### config.mk
export PLATFORM = sky130hd
export DESIGN_NAME = rgmii_nibble_bridge
export DESIGN_NICKNAME = d
export VERILOG_FILES = /design/src/hdl/eth_pkg.sv /design/src/hdl/rgmii_nibble_bridge.sv
export SDC_FILE = /design/constraint.sdc
export NUM_CORES = 1
export LEC_CHECK = 0
export CORE_MARGIN = 4
export CORE_UTILIZATION = 51
export DETAILED_ROUTE_END_ITERATION = 16
export DONT_BUFFER_PORTS = 1
export PLACE_DENSITY = 0.79
export SLEW_MARGIN = 20
export SYNTH_ARGS = -nofsm -noshare
export SYNTH_HDL_FRONTEND = slang
export SYNTH_SLANG_ARGS = --single-unit
### constraint.sdc
create_clock -name clk_125mhz -period 1 [get_ports clk_125mhz]
set_input_delay 0.05 -clock clk_125mhz [delete_from_list [all_inputs] [get_ports clk_125mhz]]
set_output_delay 0.05 -clock clk_125mhz [all_outputs]
set_load 0.05 [all_outputs]
### src/hdl/eth_pkg.sv
package eth_pkg;

	typedef logic [7:0]  byte_t;				// one byte of frame data
	typedef logic [3:0]  nibble_t;				// one rgmii data nibble
	typedef logic [31:0] crc_t;					// crc-32 register value
	typedef logic [10:0] fifo_addr_t;			// pointer into the transmit buffer
	typedef logic [11:0] frame_count_t;			// complete frames held in the transmit buffer

	typedef enum logic [1:0] {
		speed_10m   = 2'd0,
		speed_100m  = 2'd1,
		speed_1000m = 2'd2
	} lspeed_t;									// encoding matches bits 2:1 of the in-band status nibble

	typedef enum logic [1:0] {
		rx_st_idle,								// waiting for the first preamble byte
		rx_st_preamble,							// counting preamble bytes until the sfd
		rx_st_data,								// frame body including the fcs
		rx_st_drop								// bad framing so ignore the rest of the frame
	} rx_state_t;

	typedef enum logic [2:0] {
		tx_st_idle,
		tx_st_preamble,
		tx_st_sfd,
		tx_st_data,
		tx_st_fcs,
		tx_st_gap
	} tx_state_t;

	localparam int    TX_FIFO_DEPTH = 2048;		// bytes of transmit buffer
	localparam byte_t PREAMBLE_BYTE = 8'h55;
	localparam byte_t SFD_BYTE      = 8'hd5;
	localparam int    PREAMBLE_LEN  = 7;		// preamble bytes before the sfd
	localparam int    IFG_LEN       = 12;		// interframe gap in byte times
	localparam crc_t  CRC_POLY      = 32'hedb88320;	// reflected ieee 802.3 polynomial
	localparam crc_t  CRC_INIT      = 32'hffffffff;
	localparam crc_t  CRC_RESIDUE   = 32'hdebb20e3;	// register value after a good frame plus its fcs

endpackage

### src/hdl/rgmii_nibble_bridge.sv
module rgmii_nibble_bridge import eth_pkg::*; (
	input wire			clk_125mhz,
	input wire			reset,

	input nibble_t		rgmii_rxd,
	input wire			rgmii_rx_ctl,
	output nibble_t		rgmii_txd,
	output logic		rgmii_tx_ctl,

	input wire			gmii_tx_valid,
	input byte_t		gmii_tx_data,
	input wire			gmii_tx_en,

	output logic		gmii_rx_valid,
	output byte_t		gmii_rx_data,
	output logic		gmii_rx_dv,

	output logic		link_up,
	output lspeed_t		link_speed
);

	logic		rx_phase;							// high once the low nibble of a byte has been taken
	nibble_t	rx_low;								// low nibble waiting for its partner
	nibble_t	tx_high;							// high nibble queued behind the low one

	// receive control, nibble pairing and in-band status
	always_ff @(posedge clk_125mhz) begin
		if (reset) begin
			rx_phase		<= 1'b0;
			gmii_rx_valid	<= 1'b0;
			gmii_rx_dv		<= 1'b0;
			link_up			<= 1'b0;
			link_speed		<= speed_10m;
		end else begin
			gmii_rx_valid	<= 1'b0;				// strobe lasts a single cycle
			gmii_rx_dv		<= rgmii_rx_ctl;		// falls one cycle after the last nibble
			if (rgmii_rx_ctl) begin
				rx_phase		<= !rx_phase;
				gmii_rx_valid	<= rx_phase;		// second nibble completes the byte
			end else begin
				// between frames the phy reports link state on rxd
				rx_phase	<= 1'b0;					// every frame starts on a low nibble
				link_up		<= rgmii_rxd[0];
				link_speed	<= lspeed_t'(rgmii_rxd[2:1]);
			end
		end
	end

	// receive data path
	always_ff @(posedge clk_125mhz) begin
		if (rgmii_rx_ctl && !rx_phase)
			rx_low <= rgmii_rxd;					// low nibble arrives first
		if (rgmii_rx_ctl && rx_phase)
			gmii_rx_data <= {rgmii_rxd, rx_low};
	end

	// transmit side sends the low nibble and then the high nibble
	always_ff @(posedge clk_125mhz) begin
		if (gmii_tx_valid) begin
			rgmii_txd	<= gmii_tx_data[3:0];		// low nibble one cycle after the strobe
			tx_high		<= gmii_tx_data[7:4];
		end else begin
			rgmii_txd	<= tx_high;				// high nibble in the following cycle
			tx_high		<= '0;					// idle pins settle to zero
		end
	end

	always_ff @(posedge clk_125mhz) begin
		if (reset)
			rgmii_tx_ctl <= 1'b0;
		else
			rgmii_tx_ctl <= gmii_tx_en;			// lines up with the nibble registered above
	end

endmodule

==> results of run 1 <==
cells by family after synthesis:
group,synth area share [%]
buffers and inverters,2.631
multiplexers,10.53
AND/OR/NAND/NOR,9.649
flip-flops,77.19
how the worst max path moves through the flow:
| stage | from | end | slack (ns) | cells past startpoint |
|---|---|---|---|---|
| 5_1_grt | gmii_rx_data[4] | gmii_rx_data[4] | -0.07 | 0 |
| 3_3_place_gp | rx_phase | gmii_rx_data[4] | 0.01 | 1 |
| 3_5_place_dp | rx_phase | gmii_rx_data[7] | -0.01 | 1 |
| 4_1_cts | gmii_rx_data[4] | gmii_rx_data[4] | -0.04 | 0 |
| 2_1_floorplan | rx_phase | gmii_rx_data[0] | 0.07 | 1 |
| 6_report | gmii_rx_data[4] | gmii_rx_data[4] | -0.02 | 0 |
power by group through the flow:
stage,logic [mW],registers [mW],clock network (mW)
2_1_floorplan,0.0668,1.37,0
3_3_place_gp,0.113,1.33,0
3_5_place_dp,0.115,1.33,0
4_1_cts,0.181,1.31,0.454
5_1_grt,0.197,1.32,0.512
6_report,0.182,1.31,0.442
registers in the layout (all words and copies together), names as in the netlist:
name           count
rgmii_txd          4
link_up            1
rx_phase           1
gmii_rx_valid      1
rx_low             4
tx_high            4
link_speed         2
gmii_rx_dv         1
gmii_rx_data       8
rgmii_tx_ctl       1
cell type report:
cell class	instances	area, µm²
multi-input combinational	20	177.7
fill	109	450.4
sequential	27	668.1
clock inverter	1	5.005
timing repair buffer	21	197.7
clock buffer	3	22.52
tap	16	20.02
per-layer routing:
layer,wire length [µm],up-vias
met5,0,-
li1,-,213
met4,15,0
met1,492,198
met3,92,2
met2,666,21
synth_stat cells:
library cell,n
dfxtp_1,15
and2b_1,1
mux2_4,4
edfxtp_1,12
and2_1,6
buf_6,2
nor2b_4,1
nor2b_1,2
mux2i_1,3
nor2_1,3
stage by stage:
stage,setup TNS [ns],hold WS [ns]
4_1_cts,-0.1911,0.05987
3_3_place_gp,0,0.1231
2_1_floorplan,0,0.1192
5_1_grt,-0.4162,0.02280
3_5_place_dp,-0.1100,0.1231
6_report,-0.1198,0.03696
timing repair:
item / 4_1_cts / 5_1_grt
resized for setup: 7 / 2
endpoints found under the setup margin: 21 / 11
hold buffers: 16 / 0
endpoints found under the hold margin: 23 / 0
cell usage in the layout, fill, tap and decap left out:
cell type       n
mux2_4          4
and2b_1         1
nor2_1          3
dfxtp_1         9
and2_1          5
nor2b_1         1
nor2b_4         1
mux2i_1         3
clkinv_2        1
dfxtp_2         6
buf_4           5
dlygate4sd3_1  16
nor2b_2         1
clkbuf_4        3
edfxtp_1       12
and2_4          1
==> results.toml, run 1 <==
[synth]
synth_top_area_share_pct = 42.11
yosysTopAreaCell = "edfxtp_1"
yosysWarnings = 0
synth_nets = 66
seq_area_frac_synth_pct = 77.19
syn_area_per_cell_um2 = 17.47
synth_area_um2 = 855.8
yosys-top-cells-area = "edfxtp_1, dfxtp_1, mux2_4, and2_1, mux2i_1"
ys_ff_latch = 27
synth_cells = 49
ys_types = 10

[clock_network]
cts_max_level = 1
clock_latency_ns = 0.31
cts-buffers-inserted = 3
cts_root_buffer = "clkbuf_4"
cts_setup_buffers = 0
cts.sinks = 27
cts_tree = "yes"
cts_max_path_buffers = 2
clk_pin_slew_ns = 0.13

[power_and_ir_drop]
switching_share_pct = 24.58
p_sw_mw = 0.4752
ir_drop_v = 0.001093
p_comb_share_pct = 9.4
clockPowerShare_pct = 22.8
totalPowerFinal_mw = 1.934
p_int_mw = 1.458
seqPwrFrac_pct = 67.7
powerDensity_mw_per_mm2 = 1772
p_leak_nw = 0.4404

[grt]
grt_util_met1_pct = 12.92
antenna_found_initial = 0
grt_start_max_net_pins = 16
grt.busiest_layer = "met2"
grtUsageTotal_pct = 11.58
use_met3_pct = 4.587
grt-ovfl-total = 0
grt_first_pass_wirelength_um = 2049
grt_pass1_vias = 426
met2_usage_pct = 18.48

[floorplan]
die_y_um = 48.97
rows = 14
core_mm2 = 0.001541
die_w_um = 48.97
dieArea_mm2 = 0.002398
start_util_pct = 55.52
ioPinCount = 35

[cells_and_area]
drive_above_1_share_pct = 30.56
fin_cells = 88
fin_nets = 90
area_growth_syn_to_layout_pct = 27.49
num_antenna_cells = 0
fin_area_mm2 = 0.001091
fin_util_pct = 70.78

[worst_hold_path]
holdCritPathClass = "input port to flop"
worstHoldPathCells = 1
whs_endpoint = "gmii_rx_data[6]"
min-delay-start = "rgmii_rx_ctl"

[routing]
dr.pass1.iters = 3
drc = 0
routed-via-count = 434
wirelength_um = 1267
first_iter_violations = 5
wl_per_cell_um = 14.40
via_per_inst = 4.932
ant_nets = 0

[placed_design]
finalWeightedCongestion = 0.6322
dp_worst_setup_slack_ns = -0.01388
placed_cells = 68
portBuffers = 0
postPlaceCellArea_um2 = 890.9
place_hpwl_um = 814.2

[timing]
finalSetupViolations = 7
timing.fmax_mhz = 977.4
worst_slew_pin_slew_ns = 0.4689
slew_viol_final = 0
max-slew-margin-rel_pct = 68.81
rsz0062_at_grt = "yes"
hold_viol_final = 0
finalClockSkew_ns = 0.005138
fin_crit_ns = 1.023
setup_ws_ns = -0.02314
period_share_pct = 102.3

[worst_setup_path]
rrSetupSlack_ns = 0.11
r2r_end = "gmii_rx_data[5]"
criticalPathCategory = "flop to primary output"
crit_required_ns = 0.95
cp_max_fo = 1
critPathArrivalTime_ns = 0.97
r2r_cells = 1
end_kind = "primary output"
r2r_start = "rx_phase"
startpoint_type = "flop"

[outcome]
violations = "negative setup slack"
status = "finished with violations"

[job]
max_cap_viol_count = 0
Note: power is estimated with default switching activity, not from simulation.
==> run 2, diff against run 1 <==
--- a/config.mk
+++ b/config.mk
@@ -6,10 +6,10 @@
 export NUM_CORES = 1
 export LEC_CHECK = 0
 export CORE_MARGIN = 4
-export CORE_UTILIZATION = 51
+export CORE_UTILIZATION = 30
 export DETAILED_ROUTE_END_ITERATION = 16
 export DONT_BUFFER_PORTS = 1
-export PLACE_DENSITY = 0.79
+export PLACE_DENSITY = 0.54
 export SLEW_MARGIN = 20
 export SYNTH_ARGS = -nofsm -noshare
 export SYNTH_HDL_FRONTEND = slang
==> constraint.sdc (replaced) <==
create_clock -name clk_125mhz -period 1.3 [get_ports clk_125mhz]
set_input_delay 0.065 -clock clk_125mhz [delete_from_list [all_inputs] [get_ports clk_125mhz]]
set_output_delay 0.065 -clock clk_125mhz [all_outputs]
set_load 0.05 [all_outputs]
==> run 2 against run 1 <==
  * The flow now finishes without violations
  * Register-to-register slack improved by 0.16 ns
  * Combinational power decreased by 33%
  * Routed wire length increased by 9.6%
  * Count of clock-buffer cells in the layout unchanged
  * Global-route usage decreased by 3.9 points
  * Non-clock buffer count decreased by 2
  * Flip-flop and latch count unchanged
  * Largest cell class unchanged
  * Largest power group unchanged
==> results.toml, run 2 (synthesis results as in run 1) <==
[timing]
fin_crit_ns = 1.234
finalClockSkew_ns = 0.01430
max-slew-margin-rel_pct = 67.21
setup-tns-final_ns = 0
worst_slew_pin_slew_ns = 0.4912
rsz0062_at_grt = "no"
setup_ws_ns = 0.06615
finalSetupViolations = 0
slew_viol_final = 0
period_share_pct = 94.91
hold_viol_final = 0
timing.fmax_mhz = 810.5

[power_and_ir_drop]
powerDensity_mw_per_mm2 = 1401
ir_drop_v = 0.0007549
totalPowerFinal_mw = 1.522
p_leak_nw = 0.4300

[worst_setup_path]
criticalPathCategory = "input port to flop"
path_cells = "dlygate4sd3_1, and2_1, dlygate4sd3_1"
cp_slowest_stage_delay_ns = 0.67
cpMostUsedCell = "dlygate4sd3_1"
crit_required_ns = 1.52
crit_buf_inv = 2
cp_slowest_cell = "dlygate4sd3_1"
cp_top_family = "buffers and inverters"
end_kind = "flop"
cp_max_fo = 8
critPathArrivalTime_ns = 1.46
startpoint_type = "input port"

[clock_network]
ctsResizeCount = 0
cts.sinks = 27
cts_max_level = 1
cts_max_path_buffers = 2
clk_pin_slew_ns = 0.16
cts_tree = "yes"
cts_root_buffer = "clkbuf_4"
cts-buffers-inserted = 3
clock_latency_ns = 0.33

[floorplan]
die_y_um = 61.41
dieArea_mm2 = 0.003771
rows = 19
core_mm2 = 0.002734
ioPinCount = 35
start_util_pct = 31.30
die_w_um = 61.41

[grt]
grt_start_max_net_pins = 18
grt-ovfl-total = 0
grt_first_pass_wirelength_um = 2042
antenna_found_initial = 0
grt_pass1_vias = 437
grtUsageTotal_pct = 7.646

[routing]
dr.pass1.iters = 4
drc = 0
wirelength_um = 1389
ant_nets = 0
routed-via-count = 430
via_per_inst = 4.257
wl_per_cell_um = 13.75
first_iter_violations = 10

[cells_and_area]
num_antenna_cells = 0
drive_above_1_share_pct = 17.14
final_common_cell = "dlygate4sd3_1"
area_growth_syn_to_layout_pct = 26.90
largest_reg_flops = 8
final_cell_mix = "dlygate4sd3_1, dfxtp_1, edfxtp_1"
fin_nets = 88
largest-register = "gmii_rx_data"
fillers = 241

[placed_design]
portBuffers = 0
finalWeightedCongestion = 0.6489
dp_worst_setup_slack_ns = 0.2858

[worst_hold_path]
holdCritPathClass = "input port to flop"

[outcome]
status = "completed"

[job]
max_cap_viol_count = 0
run 2: cell count changes in the layout (fill, tap and decap cells not counted), sizes merged:
| cell | change |
|---|---|
| inv | +1 |
| buf | -2 |
| clkinv | -1 |
run 2: metal layers:
layer	vias to the layer above	wire length (µm)	share of wire [%]	track usage (%)
li1	209	-	-	-
met1	202	618	44	9.436
met2	17	696	50	11.93
met3	2	59	4.2	2.096
met4	0	14	1.0	4.545
met5	-	0	0	0
run 2: power by group:
part           total, mW  switching (mW)  internal (mW)
clock network      0.383           0.257          0.125
logic              0.122          0.0542         0.0680
registers           1.02          0.0859          0.931
run 2: final cells by class:
cell class	instances	area [µm²]	area share [%]
Sequential cell	27	660.6	60.83
Multi-Input combinational cell	20	172.7	15.90
Clock buffer	3	22.52	2.074
Clock inverter	1	8.758	0.8065
Timing Repair Buffer	19	182.7	16.82
Tap cell	31	38.79	3.571
run 2: worst paths after layout:
path	end	cells after the start	startpoint	slack [ns]
setup reg to reg	gmii_rx_data[0]	1	rx_phase	0.27
hold reg to reg	gmii_rx_data[3]	0	rx_low[3]	0.44
setup / recovery	tx_high[2]	3	gmii_tx_valid	0.07
hold / removal	rx_low[1]	1	rgmii_rx_ctl	0.06
run 2: timing repair:
item,CTS,global route
setup endpoints to repair,0,0
setup buffers,0,0
hold buffers,16,0
hold endpoints to repair,23,0
run 2: through the flow:
step	instance area (µm²)	std cells	hold WS, ns	utilization (%)
floorplan	855.8	49	0.1342	-
global placement	894.6	81	0.1381	32.72
detailed placement	894.6	81	0.1415	32.72
CTS	1086	101	0.06010	39.73
global route	1086	101	0.04097	39.73
finish	1086	101	0.05906	39.73
==> run 3, diff against run 2 <==
==> constraint.sdc (replaced) <==
create_clock -name clk_125mhz -period 1.29 [get_ports clk_125mhz]
set_input_delay 0.0645 -clock clk_125mhz [delete_from_list [all_inputs] [get_ports clk_125mhz]]
set_output_delay 0.0645 -clock clk_125mhz [all_outputs]
set_load 0.05 [all_outputs]
==> run 3 against run 2 <==
  * Global-route usage is 0.26 points higher
  * Clock power down 4%
  * Clock skew is 0.0083 ns lower
  * Final cell count increased by 0.99%
  * Non-clock buffer count is 1 higher
  * Via count up 0.23%
  * Register-to-register slack got worse by 0.14 ns
  * Count of clock-buffer cells in the layout did not move
  * Sequential power barely moved
  * Combinational power increased by 5%
  * First-iteration DRC count stayed put
  * Critical endpoint is now rgmii_tx_ctl
  * Largest cell class unchanged
==> results.toml, run 3 (synthesis results as in run 1) <==
[power_and_ir_drop]
powerDensity_mw_per_mm2 = 1386
p_leak_nw = 0.4421
ir_drop_v = 0.0007355

[timing]
timing.fmax_mhz = 862.5
rsz0062_at_grt = "no"
holdWs_ns = 0.07433
finalClockSkew_ns = 0.005995
period_share_pct = 89.88
worst_slew_pin_slew_ns = 0.5037
setup-tns-final_ns = 0
fin_crit_ns = 1.159
slew_viol_final = 0
max-slew-margin-rel_pct = 66.37
hold_viol_final = 0
finalSetupViolations = 0

[placed_design]
place_hpwl_um = 993.1
finalWeightedCongestion = 0.6492
portBuffers = 0
placed_cells = 81

[worst_setup_path]
end_kind = "flop"
critPathArrivalTime_ns = 1.38
crit_required_ns = 1.51
startpoint_type = "input port"
cp_max_fo = 5
r2r_start = "link_speed[0]"
criticalPathCategory = "input port to flop"
path_cells = "dlygate4sd3_1, nor2b_1, dlygate4sd3_1"
r2r_cells = 3
worst-path-stages = 3
rrSetupSlack_ns = 0.13
cp_slowest_cell = "dlygate4sd3_1"
cpMostUsedCell = "dlygate4sd3_1"
cp_slowest_stage_delay_ns = 0.68
crit_end = "rgmii_tx_ctl"
r2r_end = "link_speed[0]"
crit_buf_inv = 2
crit_path_start = "reset"
cp_top_family = "buffers and inverters"

[clock_network]
cts_setup_buffers = 0
clock_latency_ns = 0.32
cts.sinks = 27
cts_max_level = 1
cts_tree = "yes"
cts_root_buffer = "clkbuf_4"
cts-buffers-inserted = 3
cts_max_path_buffers = 2
clk_pin_slew_ns = 0.15

[floorplan]
core_mm2 = 0.002734
dieArea_mm2 = 0.003771
start_util_pct = 31.30
rows = 19
die_w_um = 61.41
ioPinCount = 35
die_y_um = 61.41

[outcome]
status = "completed"

[cells_and_area]
fillers = 245
largest-register = "gmii_rx_data"
final_common_cell = "dlygate4sd3_1"
fin_nets = 89
multi_input_area_um2 = 172.7
drive_above_1_share_pct = 16.90
area_growth_syn_to_layout_pct = 28.36
fin_cells = 102
regArea_um2 = 660.6
final_cell_mix = "dlygate4sd3_1, dfxtp_1, edfxtp_1"
num_antenna_cells = 0
largest_reg_flops = 8

[routing]
drc = 0
first_iter_violations = 10
wirelength_um = 1421
dr.pass1.iters = 2
via_per_inst = 4.225
wl_per_cell_um = 13.93
ant_nets = 0
routed-via-count = 431

[worst_hold_path]
holdCritPathClass = "input port to flop"
worstHoldPathCells = 1

[grt]
grt_pass1_vias = 445
antenna_found_initial = 0
grt_first_pass_wirelength_um = 2118
grt_start_max_net_pins = 18
grt-ovfl-total = 0
grtUsageTotal_pct = 7.903

[job]
max_cap_viol_count = 0
==> run 3: changes by cell type in the layout (fill, tap and decap cells not counted), sizes merged <==
cell          change
dlymetal6s4s      +1
==> run 3: area by class of cell <==
type,count,area share [%]
tap,31,3.531
sequential,27,60.14
multi-input combinational,20,15.72
clock buffer,3,2.050
clock inverter,1,0.7973
timing repair buffer,20,17.77
==> run 3: layer usage <==
metal | track usage (%) | routed length [µm] | vias to the layer above
li1 | - | - | 211
met1 | 9.424 | 581 | 197
met2 | 12.54 | 726 | 19
met3 | 2.516 | 74 | 4
met4 | 4.545 | 38 | 0
met5 | 0 | 0 | -
==> run 3: worst min-delay path by stage <==
stage,from,to
detailed placement,reset,link_speed[0]
finish,rgmii_rx_ctl,rx_low[1]
CTS,rgmii_rx_ctl,rx_low[1]
floorplan,reset,gmii_rx_dv
global placement,reset,link_speed[0]
global route,rgmii_rx_ctl,rx_low[1]
==> run 3: per-stage QoR <==
stage | worst slack, ns | utilization (%) | power, mW | cell area (µm²)
final | 0.1306 | 40.18 | 1.522 | 1099
after floorplan | 0.3582 | - | 1.111 | 855.8
after global placement | 0.2918 | 32.72 | 1.115 | 894.6
after global routing | 0.07347 | 40.18 | 1.603 | 1099
after detailed placement | 0.2627 | 32.72 | 1.119 | 894.6
after CTS | 0.04514 | 40.09 | 1.542 | 1096
==> run 3: where the power goes <==
group          switching [mW]  total [mW]  internal (mW)
Combinational          0.0555       0.128         0.0721
Sequential             0.0872        1.03          0.938
Clock                   0.244       0.369          0.126
Total                   0.386        1.52           1.14
==> run 3: what timing repair did <==
item,CTS,global route
endpoints found under the setup margin,0,1
gates resized for setup,0,1
hold endpoints to repair,23,0
hold buffers,17,0
