**src/hdl/eth_pkg.sv**
```systemverilog
package eth_pkg;

	typedef logic [7:0]  byte_t;				// one byte of frame data
	typedef logic [3:0]  nibble_t;				// one rgmii data nibble
	typedef logic [31:0] crc_t;					// crc-32 register value
	typedef logic [10:0] fifo_addr_t;			// pointer into the transmit buffer
	typedef logic [11:0] frame_count_t;			// complete frames held in the transmit buffer

	typedef enum logic [1:0] {
		speed_10m   = 2'd0,
		speed_100m  = 2'd1,
		speed_1000m = 2'd2
	} lspeed_t;									// encoding matches bits 2:1 of the in-band status nibble

	typedef enum logic [1:0] {
		rx_st_idle,								// waiting for the first preamble byte
		rx_st_preamble,							// counting preamble bytes until the sfd
		rx_st_data,								// frame body including the fcs
		rx_st_drop								// bad framing so ignore the rest of the frame
	} rx_state_t;

	typedef enum logic [2:0] {
		tx_st_idle,
		tx_st_preamble,
		tx_st_sfd,
		tx_st_data,
		tx_st_fcs,
		tx_st_gap
	} tx_state_t;

	localparam int    TX_FIFO_DEPTH = 2048;		// bytes of transmit buffer
	localparam byte_t PREAMBLE_BYTE = 8'h55;
	localparam byte_t SFD_BYTE      = 8'hd5;
	localparam int    PREAMBLE_LEN  = 7;		// preamble bytes before the sfd
	localparam int    IFG_LEN       = 12;		// interframe gap in byte times
	localparam crc_t  CRC_POLY      = 32'hedb88320;	// reflected ieee 802.3 polynomial
	localparam crc_t  CRC_INIT      = 32'hffffffff;
	localparam crc_t  CRC_RESIDUE   = 32'hdebb20e3;	// register value after a good frame plus its fcs

endpackage

```
**src/hdl/eth_crc32.sv**
```systemverilog
module eth_crc32 import eth_pkg::*; (
	input wire		clk_125mhz,
	input wire		reset,
	input wire		crc_init,
	input wire		crc_update,
	input byte_t	crc_data,
	output crc_t	crc
);

	// fold one byte into the register, lsb first, using the reflected polynomial
	function automatic crc_t crc_byte(input crc_t crc_in, input byte_t data);
		crc_t c;
		c = crc_in;
		for (int i = 0; i < 8; i++) begin
			if (c[0] ^ data[i])
				c = (c >> 1) ^ CRC_POLY;			// feedback bit set so apply the polynomial
			else
				c = c >> 1;
		end
		return c;
	endfunction

	always_ff @(posedge clk_125mhz) begin
		if (reset)
			crc <= CRC_INIT;
		else if (crc_init)
			crc <= CRC_INIT;						// init wins over a byte in the same cycle
		else if (crc_update)
			crc <= crc_byte(crc, crc_data);
	end

endmodule

```
**src/hdl/eth_tx_mac.sv**
```systemverilog
module eth_tx_mac import eth_pkg::*; (
	input wire			clk_125mhz,
	input wire			reset,

	input wire			frame_ready,
	input byte_t		fifo_data,
	input wire			fifo_last,
	output logic		fifo_pop,

	input wire			link_up,

	output logic		gmii_tx_valid,
	output byte_t		gmii_tx_data,
	output logic		gmii_tx_en
);

	tx_state_t	state;
	logic [4:0]	cnt;								// preamble, fcs and gap position
	logic		beat;								// second cycle of a byte slot
	logic		start;
	logic		active;
	logic		byte_strobe;
	byte_t		tx_byte;
	crc_t		crc;
	crc_t		fcs_word;
	byte_t		fcs_byte;

	assign start		= (state == tx_st_idle) && frame_ready && link_up;
	assign active		= (state == tx_st_preamble) || (state == tx_st_sfd) ||
		(state == tx_st_data) || (state == tx_st_fcs);
	assign byte_strobe	= active && !beat;			// one byte every two cycles
	assign fifo_pop		= byte_strobe && (state == tx_st_data);
	assign fcs_word		= ~crc;						// fcs is the inverted register
	assign fcs_byte		= fcs_word[8 * cnt[1:0] +: 8];	// low byte goes out first

	eth_crc32 crc_calc(
		.clk_125mhz(clk_125mhz),
		.reset(reset),
		.crc_init(start),
		.crc_update(fifo_pop),						// only payload bytes count
		.crc_data(fifo_data),
		.crc(crc)
	);

	always_comb begin
		case (state)
			tx_st_preamble:	tx_byte = PREAMBLE_BYTE;
			tx_st_sfd:		tx_byte = SFD_BYTE;
			tx_st_data:		tx_byte = fifo_data;
			tx_st_fcs:		tx_byte = fcs_byte;
			default:		tx_byte = '0;
		endcase
	end

	always_ff @(posedge clk_125mhz) begin
		if (reset) begin
			state			<= tx_st_idle;
			cnt				<= '0;
			beat			<= 1'b0;
			gmii_tx_valid	<= 1'b0;
			gmii_tx_en		<= 1'b0;
		end else begin
			gmii_tx_valid	<= byte_strobe;
			gmii_tx_en		<= byte_strobe || gmii_tx_valid;	// covers both nibbles of each byte
			beat			<= byte_strobe;
			case (state)
				tx_st_idle: begin
					cnt <= '0;
					if (start)
						state <= tx_st_preamble;
				end
				tx_st_preamble: begin
					if (byte_strobe && cnt == PREAMBLE_LEN - 1) begin
						state	<= tx_st_sfd;
						cnt		<= '0;
					end else if (byte_strobe)
						cnt <= cnt + 5'd1;
				end
				tx_st_sfd: begin
					if (byte_strobe)
						state <= tx_st_data;
				end
				tx_st_data: begin
					if (byte_strobe && fifo_last)
						state <= tx_st_fcs;				// the frame in the fifo is complete
				end
				tx_st_fcs: begin
					if (byte_strobe && cnt == 5'd3) begin
						state	<= tx_st_gap;
						cnt		<= '0;
					end else if (byte_strobe)
						cnt <= cnt + 5'd1;
				end
				tx_st_gap: begin
					// the gap is counted in cycles, two per byte time
					if (cnt == 2 * IFG_LEN - 1)
						state <= tx_st_idle;
					cnt <= cnt + 5'd1;
				end
				default: state <= tx_st_idle;
			endcase
		end
	end

	always_ff @(posedge clk_125mhz) begin
		if (byte_strobe)
			gmii_tx_data <= tx_byte;
	end

endmodule

```
**config.mk**
```make
export PLATFORM = sky130hd
export DESIGN_NAME = eth_tx_mac
export DESIGN_NICKNAME = d
export VERILOG_FILES = /design/src/hdl/eth_pkg.sv /design/src/hdl/eth_crc32.sv /design/src/hdl/eth_tx_mac.sv
export SDC_FILE = /design/constraint.sdc
export NUM_CORES = 1
export LEC_CHECK = 0
export BUFFER_PORTS_ARGS = -buffer_cell sky130_fd_sc_hd__buf_4
export CORE_MARGIN = 10
export CORE_UTILIZATION = 52
export DETAILED_ROUTE_END_ITERATION = 7
export HOLD_SLACK_MARGIN = 0.12
export PLACE_DENSITY = 0.7
export RECOVER_POWER = 25
export SLEW_MARGIN = 20
export SYNTH_ARGS = -nofsm -noshare
export SYNTH_HDL_FRONTEND = slang
export SYNTH_SLANG_ARGS = --single-unit
```
**constraint.sdc**
```tcl
create_clock -name clk_125mhz -period 4.8 [get_ports clk_125mhz]
set_clock_uncertainty 0.15 [all_clocks]
set_input_delay 0.96 -clock clk_125mhz [delete_from_list [all_inputs] [get_ports clk_125mhz]]
set_output_delay 0.96 -clock clk_125mhz [all_outputs]
set_load 0.02 [all_outputs]
```
==> results.json, run 1 <==
{
  "post_drt_wl_per_cell_um": 17.4,
  "vias": 2325,
  "rsz0062_at_grt": "no",
  "syn_area_mm2": 0.00326,
  "syn_to_final_growth_pct": 8.18,
  "finalCriticalPeriod_ns": 3.03,
  "hold_depth": 2,
  "io_pins": 24,
  "hold_path.class": "reg -> reg",
  "syn_avg_cell_area_um2": 10.2,
  "vdd_ir_drop_max_mv": 0.138,
  "drt-total-wl_um": 7030,
  "yosysWarningCount": 0,
  "async_reset_ff_frac": 0,
  "multiInputGateArea_mm2": 0.00207,
  "antenna_found_initial": 0,
  "cp-start-kind": "register",
  "die_x_um": 99.2,
  "coreArea_mm2": 0.00599,
  "synth-edff-count": 8,
  "grt_pass1_wl_um": 11700,
  "drtIter0Drc": 150,
  "clkTransAtPathRegs_ns": 0.09,
  "ctsResizeCount": 0,
  "synth_nets": 333,
  "cts.sinks": 50,
  "cts_tree": "done",
  "fin_hold_ws_ns": 0.363,
  "hold_viol": 0,
  "drive_gt1_frac": 0.173,
  "rr_startpoint": "state[1]",
  "worstRegToRegCells": 5,
  "power_density_mw_per_mm2": 263,
  "drv_cap": 0,
  "synth_top_area_cell": "dfxtp_1",
  "holdCritStartpoint": "crc_calc.crc[14]",
  "status": "finished, final reports clean",
  "cts_made_buffers": 5,
  "worstMarginPinSlew_ns": 0.780,
  "place_congestion": 0.874,
  "ant_nets": 0,
  "die_y_um": 99.2,
  "final.fill_count": 512,
  "final_common_cell": "dfxtp_1",
  "grt_remaining_overflow": 0,
  "clk_latency_ns": 0.30,
  "synth_area_leaders": "dfxtp_1 (26%), xnor2_4 (11%), edfxtp_1 (7.4%), xnor2_1 (6.7%), xor2_1 (6.5%)",
  "critPathKind": "reg -> out",
  "slew_headroom": 0.480,
  "cp_data_arrival_time_ns": 1.92,
  "seq_area_mm2": 0.00108,
  "yosys_most_used_dff": "dfxtp_1",
  "fmax_mhz": 331,
  "mostFrequentLayoutCells": "dfxtp_1 (42), nand2_1 (39), o211ai_1 (26)",
  "setup-violations-final": 0,
  "port_buffers": 23,
  "end_kind": "primary output",
  "static-leakage-power_uw": 0.00138,
  "htreeDepth": 2,
  "clock_path_buffers": 2,
  "tns_ns": 0,
  "grt_pass1_vias": 2208,
  "initial_core_util": 0.544,
  "drt_first_pass_iters": 4,
  "fin_crit_sh": 0.630,
  "hpwl_um": 5080,
  "antenna_cells": 0,
  "synth-seq-area-share": 0.332,
  "post-cts-setup-buffers": 0,
  "num_rows": 28,
  "hold_end": "crc_calc.crc[14]",
  "die_area_mm2": 0.00983,
  "yosysUniqueCellTypes": 49,
  "finalNetCount": 344,
  "ys_seq_elements": 50,
  "viasPerCell": 5.74,
  "netlist_instances": 318,
  "root_buffer": "clkbuf_8",
  "ctsHoldBuffers": 0,
  "worstReg2RegEnd": "cnt[0]",
  "required_ns": 3.69,
  "slew_viol_final": 0,
  "drc": 0,
  "worstPathMaxFanout": 21,
  "rrSetupSlack_ns": 2.28,
  "post-synth-top-area-fraction": 0.258,
  "grtUsageTotal": 0.144,
  "grt_max_degree": 56
}
[cell usage after synthesis, types with 2 or more instances]
cell      instances
inv_1             4
o21ai_0          13
nor3_1            2
dfxtp_1          42
o211ai_1         26
buf_1             4
o22ai_1           4
ha_1              2
nand3_1           2
clkbuf_1         12
xor2_1           24
a31oi_1           2
buf_2             4
and3b_1           2
xnor2_4          13
mux4_2            7
a21oi_1          14
nand2_1          39
nor4_1            2
or3_1             2
o21ai_1           2
nand2b_1          7
xnor2_1          25
a22oi_1           5
xnor2_2           8
nor2b_1           4
nor2_1           18
edfxtp_1          8
[worst max path at each step]
stage	from	to	slack, ns	depth (start not counted)
6_report	state[1]	fifo_pop	1.77	4
5_1_grt	state[1]	fifo_pop	1.62	4
4_1_cts	state[1]	fifo_pop	1.77	4
3_5_place_dp	state[1]	fifo_pop	2.11	4
3_3_place_gp	state[1]	fifo_pop	2.13	4
2_1_floorplan	fifo_data[1]	crc_calc.crc[27]	2.56	5
[state kept, by name (all words and copies together) (netlist names)]
| register | cells |
|---|---|
| gmii_tx_data | 8 |
| state | 3 |
| cnt | 5 |
| beat | 1 |
| gmii_tx_en | 1 |
| crc_calc.crc | 32 |
[critical path, stage by stage, from the launching register on]
cell and delay [ns]:
dfxtp_1 0.73, and3b_1 0.42, nand2b_2 0.10, inv_1 0.18
buf_4 0.18
[logic make-up after synthesis]
kind of cell,Yosys count,synth area share
AO/OA/AOI/OAI,75,0.152
XOR/XNOR,72,0.293
adder cells (fa/ha/maj),2,0.00768
buffers and inverters,25,0.0326
flip-flops,50,0.332
multiplexers,9,0.0599
AND/OR/NAND/NOR,85,0.123
[area by class of cell]
class                   instances  area share
flip-flops and latches         50       0.307
well taps                      75      0.0266
multi-input cells             243       0.588
inverters                       4     0.00426
clock inverters                 3      0.0114
clock buffers                   5      0.0195
repair buffers                 25      0.0437
[routing by layer]
layer	global-route usage	part of all wire	vias to the layer above	routed length, um
li1	-	-	1144	-
met1	0.203	0.48	1099	3360
met2	0.212	0.45	69	3170
met3	0.0311	0.053	13	376
met4	0.0463	0.018	0	128
met5	0	0	-	0
[report_power, final]
group / leakage [uW] / total (uW) / switching [uW] / internal [uW]
registers: 0.000418 / 444 / 9.89 / 434
clock network: 0.0000579 / 296 / 142 / 154
logic: 0.000908 / 189 / 101 / 87.7
[per-stage QoR]
| stage | worst slack (ns) | cell area, um^2 | power [uW] | util | instances |
|---|---|---|---|---|---|
| 5_1_grt | 1.62 | 3520 | 969 | 0.588 | 405 |
| 2_1_floorplan | 2.56 | 3260 | 601 | - | 318 |
| 6_report | 1.77 | 3520 | 928 | 0.588 | 405 |
| 4_1_cts | 1.77 | 3560 | 946 | 0.595 | 405 |
| 3_5_place_dp | 2.11 | 3450 | 647 | 0.577 | 397 |
| 3_3_place_gp | 2.13 | 3450 | 646 | 0.577 | 397 |
Note: power is estimated with default switching activity, not from simulation.
==> run 2: changes to the inputs <==
- PLACE_DENSITY: 0.7 -> 0.73
- clock period: 4.8 -> 2.6 ns (I/O delays scaled with it)
==> run 2 against run 1 <==
  * Clock power increased by 63%
  * Global-route usage increased by 0.39 points
  * Highest routed layer unchanged
  * Largest power group unchanged
  * Non-clock buffer count increased by 8
  * Via count increased by 0.86%
  * Sequential power increased by 82%
  * Register-to-register slack got worse by 2.0 ns
  * Critical endpoint unchanged
==> results.json, run 2 (synthesis results as in run 1) <==
{
  "die_x_um": 99.2,
  "cp-start-kind": "register",
  "vias": 2345,
  "top_register": "crc_calc.crc",
  "cts_tree": "done",
  "drive_gt1_frac": 0.189,
  "clkTransAtPathRegs_ns": 0.10,
  "drv_cap": 0,
  "antenna_found_initial": 0,
  "worstPathMaxFanout": 8,
  "rsz0062_at_grt": "no",
  "cts_made_buffers": 5,
  "hold_path.class": "in -> reg",
  "grt_pass1_vias": 2225,
  "initial_core_util": 0.544,
  "ctsHoldBuffers": 0,
  "port_buffers": 23,
  "status": "finished, final reports clean",
  "finalNetCount": 352,
  "drt-total-wl_um": 7110,
  "coreArea_mm2": 0.00599,
  "fin_crit_sh": 0.919,
  "finalCriticalPeriod_ns": 2.39,
  "tns_ns": 0,
  "io_pins": 24,
  "grt_max_degree": 56,
  "largest_reg_flops": 32,
  "num_rows": 28,
  "htreeDepth": 2,
  "clock_path_buffers": 2,
  "viasPerCell": 5.68,
  "cts.sinks": 50,
  "drt_first_pass_iters": 4,
  "fin_area_mm2": 0.00357,
  "antenna_cells": 0,
  "die_area_mm2": 0.00983,
  "top_regs": "crc_calc.crc x32, gmii_tx_data x8, cnt x5",
  "final_common_cell": "dfxtp_1",
  "worstMarginPinSlew_ns": 0.812,
  "root_buffer": "clkbuf_8",
  "hpwl_um": 5340,
  "ant_nets": 0,
  "static-leakage-power_uw": 0.00141,
  "drtIter0Drc": 109,
  "post-cts-setup-buffers": 0,
  "syn_to_final_growth_pct": 9.45,
  "grtUsageTotal": 0.148,
  "mostFrequentLayoutCells": "dfxtp_1 (42), nand2_1 (39), o211ai_1 (26)",
  "fmax_mhz": 419,
  "grt_pass1_wl_um": 11800,
  "end_kind": "primary output",
  "slew_viol_final": 0,
  "post_drt_wl_per_cell_um": 17.2,
  "critPathKind": "reg -> out",
  "hold_viol": 0,
  "ctsResizeCount": 0,
  "die_y_um": 99.2,
  "drc": 0,
  "clk_latency_ns": 0.32,
  "place_congestion": 0.942,
  "vdd_ir_drop_max_mv": 0.264,
  "grt_remaining_overflow": 0,
  "setup-violations-final": 0,
  "placed_area_mm2": 0.00351,
  "fin_hold_ws_ns": 0.313,
  "cp_data_arrival_time_ns": 1.72,
  "slew_headroom": 0.458,
  "power_density_mw_per_mm2": 463,
  "required_ns": 1.93
}
[run 2: cell types whose count changed in the layout (fill, tap and decap cells not counted)]
| cell | previous run | this run |
|---|---|---|
| clkinv_2 | 2 | 0 |
| buf_4 | 16 | 23 |
| inv_6 | 0 | 1 |
| bufinv_16 | 1 | 0 |
| clkinv_4 | 0 | 1 |
| clkinvlp_4 | 0 | 1 |
| clkbuf_1 | 9 | 10 |
[run 2: worst paths after layout]
kind,from,end,slack [ns],cells after the start
hold / removal,reset,gmii_tx_en,0.31,2
setup / recovery,state[1],fifo_pop,0.21,4
setup reg to reg,state[0],cnt[0],0.24,6
hold reg to reg,crc_calc.crc[21],crc_calc.crc[21],0.36,2
[run 2: metrics by stage]
stage / instances / utilization / power (uW) / setup slack (ns)
4_1_cts: 413 / 0.602 / 1670 / 0.204
5_1_grt: 413 / 0.595 / 1730 / 0.0633
3_3_place_gp: 405 / 0.587 / 1200 / 0.518
6_report: 413 / 0.595 / 1650 / 0.211
2_1_floorplan: 318 / - / 1110 / 0.747
3_5_place_dp: 405 / 0.587 / 1200 / 0.462
[run 2: worst max-delay path, stage by stage (launching register included)]
cell and delay (ns):
dfxtp_1 0.51, and3b_1 0.39, nand2b_2 0.11, inv_1 0.20, buf_4 0.19
[run 2: report_power, final]
part	total, uW	internal, uW	switching, uW
combinational	360	167	193
clock	482	195	287
sequential	810	801	9.35
total	1650	1160	490
[run 2: cell type report]
| cell class | instances | area (um^2) |
|---|---|---|
| Tap cell | 75 | 93.8 |
| Timing Repair Buffer | 33 | 210 |
| Sequential cell | 50 | 1080 |
| Inverter | 4 | 15.0 |
| Clock inverter | 3 | 25.0 |
| Fill cell | 528 | 2420 |
| Multi-Input combinational cell | 243 | 2070 |
| Clock buffer | 5 | 68.8 |
[run 2: routing by layer]
layer	share of wire	up-vias	GRT usage
li1	-	1157	-
met1	0.47	1117	0.203
met2	0.46	66	0.225
met3	0.067	5	0.0367
met4	0.0075	0	0.0386
met5	0	-	0
==> run 3: changes to the inputs <==
- CORE_MARGIN: 10 -> not set
- PLACE_DENSITY: 0.73 -> 0.7
- clock period: 2.6 -> 2.3 ns (I/O delays scaled with it)
==> run 3 against run 2 <==
  * Core utilization rose by 0.73 points
  * Worst hold slack got worse by 0.042 ns
  * Clock power rose by 5.6%
  * Register-to-register slack worse by 0.05 ns
  * Sequential share of layout area is 0.37 points lower
  * Final cell count grew 0.73%
  * Flip-flop and latch count stayed put
  * Cell area up 1.2%
  * Routed wire length decreased by 4.2%
==> results.json, run 3 (synthesis results as in run 1) <==
{
  "status": "finished, final reports clean",
  "coreArea_mm2": 0.00599,
  "static-leakage-power_uw": 0.00142,
  "place_congestion": 0.873,
  "critPathMaxStageDelay_ns": 0.50,
  "final_common_cell": "dfxtp_1",
  "drt-total-wl_um": 6810,
  "htreeDepth": 2,
  "crit_chain": "and3b_2, nand2b_2, inv_1, buf_4",
  "cts_tree": "done",
  "hold_depth": 2,
  "top_regs": "crc_calc.crc x32, gmii_tx_data x8, cnt x5",
  "antenna_found_initial": 0,
  "syn_to_final_growth_pct": 10.8,
  "drv_cap": 0,
  "grt_pass1_wl_um": 11100,
  "slew_viol_final": 0,
  "initial_core_util": 0.544,
  "clock_path_buffers": 2,
  "hpwl_um": 5030,
  "viasPerCell": 5.65,
  "fmax_mhz": 457,
  "slew_headroom": 0.648,
  "clkTransAtPathRegs_ns": 0.09,
  "port_buffers": 23,
  "fin_crit_sh": 0.952,
  "num_rows": 28,
  "setup_ws_ns": 0.112,
  "cp_top_family": "flip-flops",
  "power_uw": 1840,
  "ant_nets": 0,
  "critPathKind": "reg -> out",
  "rsz0062_at_grt": "no",
  "drc": 0,
  "post_drt_wl_per_cell_um": 16.4,
  "mostFrequentLayoutCells": "dfxtp_1 (42), nand2_1 (39), o211ai_1 (26)",
  "die_area_mm2": 0.00659,
  "tns_ns": 0,
  "path_buf_inv": 2,
  "hold_path.class": "in -> reg",
  "cp_slowest_cell": "dfxtp_1",
  "post-cts-setup-buffers": 0,
  "required_ns": 1.69,
  "worstSetupPathDepth": 4,
  "ctsResizeCount": 0,
  "vdd_ir_drop_max_mv": 0.331,
  "vias": 2351,
  "setup-violations-final": 0,
  "drive_gt1_frac": 0.199,
  "cts_made_buffers": 5,
  "clk_latency_ns": 0.31,
  "cp_data_arrival_time_ns": 1.58,
  "ctsHoldBuffers": 0,
  "power_density_mw_per_mm2": 511,
  "drtIter0Drc": 197,
  "hold_viol": 0,
  "grt_pass1_vias": 2075,
  "worstPathMaxFanout": 8,
  "stdcell_count": 416,
  "die_y_um": 81.2,
  "die_x_um": 81.2,
  "worstMarginPinSlew_ns": 0.524,
  "end_kind": "primary output",
  "cts.sinks": 50,
  "root_buffer": "clkbuf_8",
  "largest_reg_flops": 32,
  "antenna_cells": 0,
  "worstRegToRegCells": 5,
  "grtUsageTotal": 0.229,
  "grt_max_degree": 56,
  "finalCriticalPeriod_ns": 2.19,
  "io_pins": 24,
  "cp-start-kind": "register",
  "drt_first_pass_iters": 5,
  "grt_remaining_overflow": 0,
  "top_register": "crc_calc.crc",
  "dp_slack_ns": 0.127,
  "dp.cells": 408,
  "finalNetCount": 355
}
-- run 3: through the flow --
stage,hold WS (ns),util,instance area (um^2)
floorplan,0.332,-,3260
global placement,0.345,0.593,3550
detailed placement,0.354,0.593,3550
CTS,0.259,0.607,3630
global route,0.262,0.603,3610
finish,0.271,0.603,3610
-- run 3: worst register-to-register path, delay by kind of cell (launching register included) --
| family | cells | cell delay [ns] |
|---|---|---|
| flip-flops | 1 | 0.56 |
| AND/OR/NAND/NOR | 1 | 0.16 |
| AO/OA/AOI/OAI | 4 | 1.12 |
-- run 3: report_power, final --
part	switching, uW	internal, uW
Clock	293	216
Sequential	10.0	905
Combinational	223	196
-- run 3: cell type report --
class                   instances  area, um^2
clock inverters                 1        7.51
fillers                       536        2380
well taps                      75        93.8
clock buffers                   7        76.3
repair buffers                 36         241
flip-flops and latches         50        1080
inverters                       4        15.0
multi-input cells             243        2090
-- run 3: final timing paths --
path / slack (ns) / start / endpoint
max reg2reg: 0.19 / state[2] / cnt[0]
min: 0.27 / reset / state[2]
min reg2reg: 0.36 / crc_calc.crc[21] / crc_calc.crc[21]
max: 0.11 / state[0] / fifo_pop
-- run 3: routing by layer --
| metal | track usage | routed length [um] | up-vias |
|---|---|---|---|
| li1 | - | - | 1164 |
| met1 | 0.334 | 3320 | 1109 |
| met2 | 0.341 | 3080 | 72 |
| met3 | 0.0404 | 334 | 6 |
| met4 | 0.0696 | 71 | 0 |
| met5 | 0 | 0 | - |
